--- config.mk ---
export PLATFORM = sky130hd
export DESIGN_NAME = loader_top
export DESIGN_NICKNAME = d
export VERILOG_FILES = /design/src/loader_pkg.sv /design/src/byte_concat.sv /design/src/exec_core.sv /design/src/io_fsm.sv /design/src/loader_top.sv /design/src/result_serializer.sv /design/src/word_fifo.sv
export SDC_FILE = /design/constraint.sdc
export NUM_CORES = 2
export LEC_CHECK = 0
export ABC_CLOCK_PERIOD_IN_PS = 5600
export BUFFER_PORTS_ARGS = -buffer_cell sky130_fd_sc_hd__buf_2
export CAP_MARGIN = 20
export CORE_MARGIN = 5
export CORE_UTILIZATION = 50
export DETAILED_ROUTE_END_ITERATION = 10
export GPL_TIMING_DRIVEN = 0
export PLACE_DENSITY = 0.72
export SLEW_MARGIN = 40
export SYNTH_ARGS = -nofsm -noshare
export SYNTH_HDL_FRONTEND = slang
export SYNTH_SLANG_ARGS = --single-unit
--- constraint.sdc ---
create_clock -name clk -period 5.6 [get_ports clk]
set_input_delay 0.28 -clock clk [delete_from_list [all_inputs] [get_ports clk]]
set_output_delay 0.28 -clock clk [all_outputs]
set_load 0.01 [all_outputs]
--- src/loader_pkg.sv ---
`default_nettype none

package loader_pkg;

    localparam int word_w = 32;
    localparam int byte_w = 8;
    localparam int imem_depth = 16;
    localparam int dmem_depth = 16;
    localparam int mem_addr_w = 4;
    localparam int fifo_depth = 8;
    localparam int rx_timeout_cycles = 32;
    localparam int tx_count_w = 3;

    localparam logic [byte_w-1:0] marker_program = 8'h99;
    localparam logic [byte_w-1:0] marker_data = 8'haa;

    typedef enum logic [1:0] {
        op_add,
        op_xor,
        op_shl,
        op_pass
    } opcode_e;

    // immediate is zero-extended when applied
    typedef struct packed {
        logic [23:0] imm;
        logic [5:0]  unused;
        opcode_e     op;
    } instr_t;

    // count is 1 for a marker, 4 for a result word
    typedef struct packed {
        logic [word_w-1:0]     payload;
        logic [tx_count_w-1:0] count;
    } tx_job_t;

    typedef struct packed {
        logic                  we;
        logic [mem_addr_w-1:0] addr;
        logic [word_w-1:0]     data;
    } mem_wr_t;

endpackage

`default_nettype wire

--- src/byte_concat.sv ---
`timescale 1ns/1ps
`default_nettype none

module byte_concat (
    input  logic                          clk,
    input  logic                          rst,
    input  logic                          in_valid,
    input  logic [loader_pkg::byte_w-1:0] in_byte,
    input  logic                          clear,
    output logic                          word_valid,
    output logic [loader_pkg::word_w-1:0] word
);
    import loader_pkg::*;

    localparam int lanes = word_w / byte_w;
    localparam int lane_w = $clog2(lanes);

    logic [lane_w-1:0] lane;

    always_ff @(posedge clk) begin
        if (rst) begin
            lane <= '0;
            word_valid <= 1'b0;
        end else begin
            word_valid <= 1'b0;
            if (clear) begin
                // drop whatever partial word is left
                lane <= '0;
            end else if (in_valid) begin
                lane <= lane + 1'b1;
                word_valid <= (lane == lane_w'(lanes - 1));
            end
        end
    end

    // new byte enters at the top, so the first byte ends up in [7:0]
    always_ff @(posedge clk) begin
        if (in_valid) begin
            word <= {in_byte, word[word_w-1:byte_w]};
        end
    end

endmodule

`default_nettype wire

--- src/exec_core.sv ---
`timescale 1ns/1ps
`default_nettype none

module exec_core (
    input  logic                              clk,
    input  logic                              rst,
    input  loader_pkg::mem_wr_t               imem_wr,
    input  loader_pkg::mem_wr_t               dmem_wr,
    input  logic [loader_pkg::mem_addr_w:0]   instr_count,
    input  logic                              exec_start,
    input  logic [loader_pkg::mem_addr_w:0]   word_count,
    output logic                              exec_done,
    input  logic                              res_re,
    input  logic [loader_pkg::mem_addr_w-1:0] res_addr,
    output logic [loader_pkg::word_w-1:0]     res_word
);
    import loader_pkg::*;

    logic [word_w-1:0] imem [imem_depth];
    logic [word_w-1:0] dmem [dmem_depth];
    logic running;
    logic [mem_addr_w:0] idx;
    logic [mem_addr_w:0] n_words;
    logic [mem_addr_w:0] n_instr;
    instr_t cur;
    logic [word_w-1:0] imm;
    logic [word_w-1:0] cur_data;
    logic [word_w-1:0] new_data;

    assign cur = instr_t'(imem[idx[mem_addr_w-1:0]]);
    assign cur_data = dmem[idx[mem_addr_w-1:0]];
    assign imm = word_w'(cur.imm);

    always_comb begin
        new_data = cur_data;
        // words past the program length pass through
        if (idx < n_instr) begin
            case (cur.op)
                op_add: new_data = cur_data + imm;
                op_xor: new_data = cur_data ^ imm;
                op_shl: new_data = cur_data << imm[4:0];
                default: new_data = cur_data;
            endcase
        end
    end

    always_ff @(posedge clk) begin
        if (imem_wr.we) begin
            imem[imem_wr.addr] <= imem_wr.data;
        end
    end

    always_ff @(posedge clk) begin
        if (running) begin
            dmem[idx[mem_addr_w-1:0]] <= new_data;
        end else if (dmem_wr.we) begin
            dmem[dmem_wr.addr] <= dmem_wr.data;
        end
        if (res_re) begin
            res_word <= dmem[res_addr];
        end
    end

    always_ff @(posedge clk) begin
        if (exec_start) begin
            n_words <= word_count;
            n_instr <= instr_count;
        end
    end

    // one data word per cycle
    always_ff @(posedge clk) begin
        if (rst) begin
            running <= 1'b0;
            exec_done <= 1'b0;
            idx <= '0;
        end else begin
            exec_done <= 1'b0;
            if (exec_start) begin
                idx <= '0;
                running <= (word_count != '0);
                exec_done <= (word_count == '0);
            end else if (running) begin
                idx <= idx + 1'b1;
                if (idx == n_words - 1'b1) begin
                    running <= 1'b0;
                    exec_done <= 1'b1;
                end
            end
        end
    end

endmodule

`default_nettype wire

--- src/io_fsm.sv ---
`timescale 1ns/1ps
`default_nettype none

module io_fsm (
    input  logic                              clk,
    input  logic                              rst,
    input  logic                              rx_valid,
    input  logic                              word_valid,
    input  logic                              fifo_empty,
    input  logic                              exec_done,
    input  logic                              tx_busy,
    input  logic [loader_pkg::word_w-1:0]     res_word,
    output logic                              concat_clear,
    output logic                              fifo_we,
    output logic                              fifo_re,
    output loader_pkg::mem_wr_t               imem_wr,
    output loader_pkg::mem_wr_t               dmem_wr,
    output logic                              exec_start,
    output logic [loader_pkg::mem_addr_w:0]   word_count,
    output logic                              res_re,
    output logic [loader_pkg::mem_addr_w-1:0] res_addr,
    output logic                              tx_load,
    output loader_pkg::tx_job_t               tx_job
);
    import loader_pkg::*;

    localparam int idle_w = $clog2(rx_timeout_cycles + 1);

    typedef enum logic [2:0] {
        send_program_marker,
        program_receive,
        send_data_marker,
        data_receive,
        exec,
        result_read,
        result_send
    } state_e;

    state_e state;
    state_e n_state;
    logic [idle_w-1:0] idle_cnt;
    logic empty_d1;
    logic empty_d2;
    logic [mem_addr_w-1:0] instr_addr;
    logic [mem_addr_w-1:0] data_addr;
    logic [mem_addr_w:0] data_cnt;
    logic [mem_addr_w:0] res_idx;
    logic receiving;
    logic rx_done;
    logic last_result;

    assign receiving = (state == program_receive) || (state == data_receive);
    // link idle long enough and nothing left in the fifo or its read pipe
    assign rx_done = (idle_cnt == idle_w'(rx_timeout_cycles)) && fifo_empty &&
                     empty_d1 && empty_d2;
    assign last_result = (res_idx == data_cnt - 1'b1);

    always_comb begin
        n_state = state;
        case (state)
            send_program_marker: if (!tx_busy) n_state = program_receive;
            program_receive: if (rx_done) n_state = send_data_marker;
            send_data_marker: if (!tx_busy) n_state = data_receive;
            data_receive: if (rx_done) n_state = exec;
            exec: begin
                if (exec_done) begin
                    n_state = (data_cnt == '0) ? send_program_marker : result_read;
                end
            end
            result_read: n_state = result_send;
            result_send: begin
                if (!tx_busy) begin
                    n_state = last_result ? send_program_marker : result_read;
                end
            end
            default: n_state = send_program_marker;
        endcase
    end

    assign concat_clear = !receiving;
    assign fifo_we = receiving && word_valid;
    // read is held through the phase; data shows up two cycles later
    assign fifo_re = receiving;
    assign exec_start = (state == data_receive) && rx_done;
    assign word_count = data_cnt;
    assign res_re = (state == result_read);
    assign res_addr = res_idx[mem_addr_w-1:0];

    // payload joins from the fifo at the top level
    assign imem_wr = '{we: (state == program_receive) && !empty_d2, addr: instr_addr,
                       data: '0};
    assign dmem_wr = '{we: (state == data_receive) && !empty_d2, addr: data_addr,
                       data: '0};

    always_comb begin
        tx_load = 1'b0;
        tx_job = '{payload: res_word, count: tx_count_w'(4)};
        case (state)
            send_program_marker: begin
                tx_load = !tx_busy;
                tx_job = '{payload: word_w'(marker_program), count: tx_count_w'(1)};
            end
            send_data_marker: begin
                tx_load = !tx_busy;
                tx_job = '{payload: word_w'(marker_data), count: tx_count_w'(1)};
            end
            result_send: tx_load = !tx_busy;
            default: tx_load = 1'b0;
        endcase
    end

    always_ff @(posedge clk) begin
        if (rst) begin
            state <= send_program_marker;
            empty_d1 <= 1'b1;
            empty_d2 <= 1'b1;
            idle_cnt <= '0;
            instr_addr <= '0;
            data_addr <= '0;
            data_cnt <= '0;
            res_idx <= '0;
        end else begin
            state <= n_state;
            empty_d1 <= fifo_empty;
            empty_d2 <= empty_d1;

            // marker still going out counts as activity
            if (!receiving || rx_valid || tx_busy) begin
                idle_cnt <= '0;
            end else if (idle_cnt != idle_w'(rx_timeout_cycles)) begin
                idle_cnt <= idle_cnt + 1'b1;
            end

            if (state == send_program_marker) begin
                instr_addr <= '0;
                data_addr <= '0;
                data_cnt <= '0;
                res_idx <= '0;
            end else begin
                if (imem_wr.we) begin
                    instr_addr <= instr_addr + 1'b1;
                end
                if (dmem_wr.we) begin
                    data_addr <= data_addr + 1'b1;
                    // count saturates, addresses wrap
                    if (data_cnt != (mem_addr_w + 1)'(dmem_depth)) begin
                        data_cnt <= data_cnt + 1'b1;
                    end
                end
                if (state == result_send && !tx_busy) begin
                    res_idx <= res_idx + 1'b1;
                end
            end
        end
    end

endmodule

`default_nettype wire

--- src/loader_top.sv ---
`timescale 1ns/1ps
`default_nettype none

module loader_top (
    input  logic                          clk,
    input  logic                          rst,
    input  logic                          rx_valid,
    input  logic [loader_pkg::byte_w-1:0] rx_byte,
    input  logic                          tx_ready,
    output logic                          tx_valid,
    output logic [loader_pkg::byte_w-1:0] tx_byte
);
    import loader_pkg::*;

    logic concat_clear;
    logic word_valid;
    logic [word_w-1:0] word;
    logic fifo_we;
    logic fifo_re;
    logic fifo_empty;
    logic [word_w-1:0] fifo_rdata;
    mem_wr_t imem_ctl;
    mem_wr_t dmem_ctl;
    mem_wr_t imem_wr;
    mem_wr_t dmem_wr;
    logic exec_start;
    logic exec_done;
    logic [mem_addr_w:0] word_count;
    logic res_re;
    logic [mem_addr_w-1:0] res_addr;
    logic [word_w-1:0] res_word;
    logic tx_load;
    logic tx_busy;
    tx_job_t tx_job;

    // write strobe and address from the fsm, word from the fifo
    always_comb begin
        imem_wr = imem_ctl;
        imem_wr.data = fifo_rdata;
        dmem_wr = dmem_ctl;
        dmem_wr.data = fifo_rdata;
    end

    byte_concat u_concat (
        .clk(clk), .rst(rst), .in_valid(rx_valid), .in_byte(rx_byte),
        .clear(concat_clear), .word_valid(word_valid), .word(word)
    );

    word_fifo u_fifo (
        .clk(clk), .rst(rst), .we(fifo_we), .wdata(word), .re(fifo_re),
        .rdata(fifo_rdata), .empty(fifo_empty), .full()
    );

    io_fsm u_fsm (
        .clk(clk), .rst(rst), .rx_valid(rx_valid), .word_valid(word_valid),
        .fifo_empty(fifo_empty), .exec_done(exec_done), .tx_busy(tx_busy),
        .res_word(res_word), .concat_clear(concat_clear), .fifo_we(fifo_we),
        .fifo_re(fifo_re), .imem_wr(imem_ctl), .dmem_wr(dmem_ctl),
        .exec_start(exec_start), .word_count(word_count), .res_re(res_re),
        .res_addr(res_addr), .tx_load(tx_load), .tx_job(tx_job)
    );

    // instruction count is the instruction address counter
    exec_core u_core (
        .clk(clk), .rst(rst), .imem_wr(imem_wr), .dmem_wr(dmem_wr),
        .instr_count({1'b0, imem_ctl.addr}), .exec_start(exec_start),
        .word_count(word_count), .exec_done(exec_done), .res_re(res_re),
        .res_addr(res_addr), .res_word(res_word)
    );

    result_serializer u_ser (
        .clk(clk), .rst(rst), .tx_load(tx_load), .tx_job(tx_job),
        .tx_ready(tx_ready), .tx_valid(tx_valid), .tx_byte(tx_byte), .tx_busy(tx_busy)
    );

endmodule

`default_nettype wire

--- src/result_serializer.sv ---
`timescale 1ns/1ps
`default_nettype none

module result_serializer (
    input  logic                          clk,
    input  logic                          rst,
    input  logic                          tx_load,
    input  loader_pkg::tx_job_t           tx_job,
    input  logic                          tx_ready,
    output logic                          tx_valid,
    output logic [loader_pkg::byte_w-1:0] tx_byte,
    output logic                          tx_busy
);
    import loader_pkg::*;

    logic [word_w-1:0] shift;
    logic [tx_count_w-1:0] left;

    // a byte goes out only when the host is ready
    assign tx_valid = tx_busy && tx_ready;
    assign tx_byte = shift[byte_w-1:0];

    always_ff @(posedge clk) begin
        if (rst) begin
            tx_busy <= 1'b0;
            left <= '0;
        end else if (tx_load) begin
            tx_busy <= (tx_job.count != '0);
            left <= tx_job.count;
        end else if (tx_valid) begin
            left <= left - 1'b1;
            if (left == tx_count_w'(1)) begin
                tx_busy <= 1'b0;
            end
        end
    end

    // lowest byte first
    always_ff @(posedge clk) begin
        if (tx_load) begin
            shift <= tx_job.payload;
        end else if (tx_valid) begin
            shift <= shift >> byte_w;
        end
    end

endmodule

`default_nettype wire

--- src/word_fifo.sv ---
`timescale 1ns/1ps
`default_nettype none

module word_fifo (
    input  logic                          clk,
    input  logic                          rst,
    input  logic                          we,
    input  logic [loader_pkg::word_w-1:0] wdata,
    input  logic                          re,
    output logic [loader_pkg::word_w-1:0] rdata,
    output logic                          empty,
    output logic                          full
);
    import loader_pkg::*;

    localparam int ptr_w = $clog2(fifo_depth);

    logic [word_w-1:0] mem [fifo_depth];
    logic [word_w-1:0] mem_q;
    // extra msb tells full from empty
    logic [ptr_w:0] wr_ptr;
    logic [ptr_w:0] rd_ptr;
    logic do_write;
    logic do_read;

    assign empty = (wr_ptr == rd_ptr);
    assign full = (wr_ptr[ptr_w] != rd_ptr[ptr_w]) &&
                  (wr_ptr[ptr_w-1:0] == rd_ptr[ptr_w-1:0]);
    assign do_write = we && !full;
    assign do_read = re && !empty;

    always_ff @(posedge clk) begin
        if (rst) begin
            wr_ptr <= '0;
            rd_ptr <= '0;
        end else begin
            if (do_write) begin
                wr_ptr <= wr_ptr + 1'b1;
            end
            if (do_read) begin
                rd_ptr <= rd_ptr + 1'b1;
            end
        end
    end

    always_ff @(posedge clk) begin
        if (do_write) begin
            mem[wr_ptr[ptr_w-1:0]] <= wdata;
        end
        // registered ram output, then output register, like a pipelined bram
        if (do_read) begin
            mem_q <= mem[rd_ptr[ptr_w-1:0]];
        end
        rdata <= mem_q;
    end

endmodule

`default_nettype wire
==> out/metrics.cfg <==
[yosys]
yosysWarningCount = 0
synth_edf_count = 1321
synthMuxAreaShare_pct = 20.4
synth_xor_area_share_pct = 0.968
synth-compound-area-share_pct = 3.97
synth_top_family_by_area = multiplexers
seq_area_frac_synth_pct = 68.3
synthesis.nets = 3216
synth_seq_cells = 1408
synth.distinct_cells = 83
avgSynthCellArea_um2 = 19.2
yosys.area_share.simple_pct = 3.40
syn_inst = 3157
synthesis.area_um2 = 60600
ys.flop_type = edfxtp_1
ys_async_sr_fraction_pct = 0
synthAdderAreaFrac_pct = 0.983

[clock_network]
cts_tree = built
cts_root_buf = clkbuf_16
ctsHtreeMaxLevel = 4
insertion_delay_ns = 0.83
numClockSinks = 1408
clkTransAtPathRegs_ns = 0.06
cts_buffers = 144
cts_max_path_buffers = 3

[run]
cap_violations = 0

[global_routing]
grt_max_degree = 37
grt_pass1_wl_mm = 249
antenna_found_initial = 1
grt_util_all_layers_pct = 27.5
grt-ovfl-total = 0
grt_pass1_vias = 34000

[timing]
worst_slew_pin_slew_ns = 0.929
slew_headroom_pct = 36.8
finalSetupViolations = 0
fin_crit_sh_pct = 99.8
fin_crit_ns = 5.59
max_freq_mhz = 179
maxSlewViolCount = 0
fin_ws_ns = 0.0105
hold_violations = 0
fin_tns_setup_ns = 0
fin_hold_ws_ns = 0.146
skew_ns = 0.0751

[finish]
fin_util_pct = 59.1
finalNonFillerCells = 5221
fillers = 8559
drive_gt1_share_pct = 33.5
syn_to_final_growth_pct = 17.2
fin_nets = 3551

[floorplanning]
core_um2 = 120000
die_y_um = 358
initial_core_util_pct = 50.4
die_x_um = 358
die_area_um2 = 128000
rows = 127
ios = 21

[power]
pwr-share-comb_pct = 0.9
seqPwrFrac_pct = 54.2
switchingPower_mw = 4.36
sw_frac_of_total_pct = 20.5
ir_drop_v = 0.000320
power_frac_clock_pct = 44.9
p_int_mw = 16.9
leakagePower_nw = 22.5
powerDensity_nw_per_um2 = 300

[placed_design]
dp.cells = 4905
port_buffers = 20
dpl.hpwl_mm = 118
pre_cts_ws_ns = -2.61
gp_congestion = 0.988

[critical_path]
crit_arrival_ns = 6.13
path_cells = buf_12 > buf_12 > buf_16 > buf_8 > buf_12 > buf_8 > clkbuf_16 > clkbuf_8 > mux4_2 > mux4_2 > ha_4 > a21oi_1 > o21ai_2 > buf_4 > a31oi_4 > a211oi_4 > buf_4 > a211oi_2 > xnor2_1 > a221o_1 > a221oi_2 > nor3_2 > buf_4 > buf_2
worstSetupPathType = reg -> reg
slowest_delay_ns = 0.50
cp.required_ns = 6.14
start_kind = flop
critical_path.slowest_cell = mux4_2
path_max_fanout = 13
end_kind = flop

[drt]
first_pass_iters = 9
viasPerCell = 6.62
vias = 34600
ant_nets = 0
wl_per_cell_um = 33.5
wl_mm = 175
drcViolationCount = 0
drt-initial-drc-count = 5104

[worst_hold_path]
hold_path.class = in -> reg

[outcome]
status = completed

-- cell usage after synthesis (46+ instances only) --
cell      number  area (um2)
edfxtp_1    1321       39700
mux2_2        47         529
mux4_2       473       10700
nand2_1      118         443
a21oi_1       66         330
o21ai_0       62         310
clkbuf_1      96         360
ha_1          46         576
dfxtp_1       87        1740
a22oi_1       50         375
nor2_1       135         507
mux2i_1      101        1010
-- area by class of cell --
cell class / count / area [um2] / area share [%]
antenna: 1 / 2.50 / 0.00352
buffer: 196 / 1540 / 2.17
clock buffer: 186 / 3820 / 5.38
clock inverter: 76 / 928 / 1.31
inverter: 34 / 130 / 0.183
multi-input combinational: 1519 / 18900 / 26.7
sequential: 1408 / 41400 / 58.3
tap: 1612 / 2020 / 2.84
timing repair buffer: 189 / 2230 / 3.14
-- state kept, by name, indices dropped and copies added, names as in the netlist, 2 cells and up, named ones only --
name              count
u_concat.lane         2
u_concat.word        32
u_core.dmem         512
u_core.idx            5
u_core.imem         416
u_core.n_instr        4
u_core.n_words        5
u_core.res_word      32
u_fifo.mem          256
u_fifo.mem_q         32
u_fifo.rd_ptr         4
u_fifo.rdata         32
u_fifo.wr_ptr         4
u_fsm.data_addr       4
u_fsm.idle_cnt        6
u_fsm.instr_addr      4
u_fsm.res_idx         5
u_fsm.state           3
u_fsm.word_count      5
u_ser.left            3
u_ser.shift          32
-- metal layers --
layer | global-route usage, % | part of all wire (%) | up-vias
met3 | 7.72 | 12 | 408
met5 | 0 | 0 | -
met2 | 41.9 | 46 | 2335
met1 | 38.4 | 38 | 18000
li1 | - | - | 13800
met4 | 10.4 | 4.2 | 0
-- worst paths after layout --
path                              start                      endpoint  slack [ns]  depth (start not counted)
max                                flop  u_core.dmem[4][18]$_DFFE_PP_        0.01                         24
min                                 rst    u_core.idx[0]$_SDFFE_PP0P_        0.15                          4
max reg2reg                        flop  u_core.dmem[4][18]$_DFFE_PP_        0.01                         24
min reg2reg  u_fifo.mem_q[25]$_DFFE_PP_      u_fifo.rdata[25]$_DFF_P_        0.33                          0
-- metrics by stage --
step | power, mW | cell area [um2]
final | 21.3 | 71000
after CTS | 21.4 | 70500
after detailed placement | 11.9 | 64900
after global routing | 21.9 | 71000
after global placement | 11.9 | 62700
after floorplan | 11.8 | 60600
-- critical path, delay by kind of cell, from the launching register on --
family          cells  cell delay [ns]
xor+xnor            1             0.10
simple gates        1             0.06
flops               1             0.36
buf+inv            12             2.20
compound gates      7             1.45
fa+ha+maj           1             0.29
mux                 2             0.84
-- timing repair --
| item | in CTS | in global routing |
|---|---|---|
| setup buffers | 20 | 23 |
| setup endpoints to repair | 432 | 285 |
| hold endpoints to repair | 12 | 0 |
| hold buffers | 10 | 0 |
| pin swaps | 15 | 13 |
| gates resized for setup | 122 | 50 |
-- cell families (layout without fill, tap and decap cells) --
group                    Yosys count  count (layout)
AND/OR/NAND/NOR                  433             433
flip-flops                      1408            1408
other                              0               1
adder cells (fa/ha/maj)           47              47
multiplexers                     627             627
AO/OA/AOI/OAI                    345             345
XOR/XNOR                          67              67
buffers and inverters            230             681
-- layout by cell type, fill, tap and decap left out, drive strengths merged, types with 23 or more instances in the layout --
| cell | synthesis | layout |
|---|---|---|
| o21ai | 69 | 69 |
| nor3 | 32 | 32 |
| mux4 | 476 | 476 |
| xnor2 | 33 | 33 |
| edfxtp | 1321 | 1321 |
| xor2 | 34 | 34 |
| buf | 98 | 276 |
| ha | 46 | 46 |
| nand2 | 121 | 121 |
| dfxtp | 87 | 87 |
| mux2 | 48 | 48 |
| mux2i | 103 | 103 |
| inv | 33 | 37 |
| a22o | 24 | 24 |
| a21oi | 66 | 66 |
| nand3 | 25 | 25 |
| a22oi | 52 | 52 |
| nor2 | 135 | 135 |
| clkbuf | 97 | 284 |
| and2 | 23 | 23 |
| clkinv | 1 | 55 |
-- power groups by stage --
| stage | sequential [mW] | clock (mW) | combinational [mW] |
|---|---|---|---|
| 2_1_floorplan | 11.7 | 0 | 0.108 |
| 3_3_place_gp | 11.7 | 0 | 0.180 |
| 3_5_place_dp | 11.7 | 0 | 0.184 |
| 4_1_cts | 11.5 | 9.66 | 0.190 |
| 5_1_grt | 11.5 | 10.2 | 0.211 |
| 6_report | 11.5 | 9.56 | 0.191 |
(Power assumes the default switching activity.)
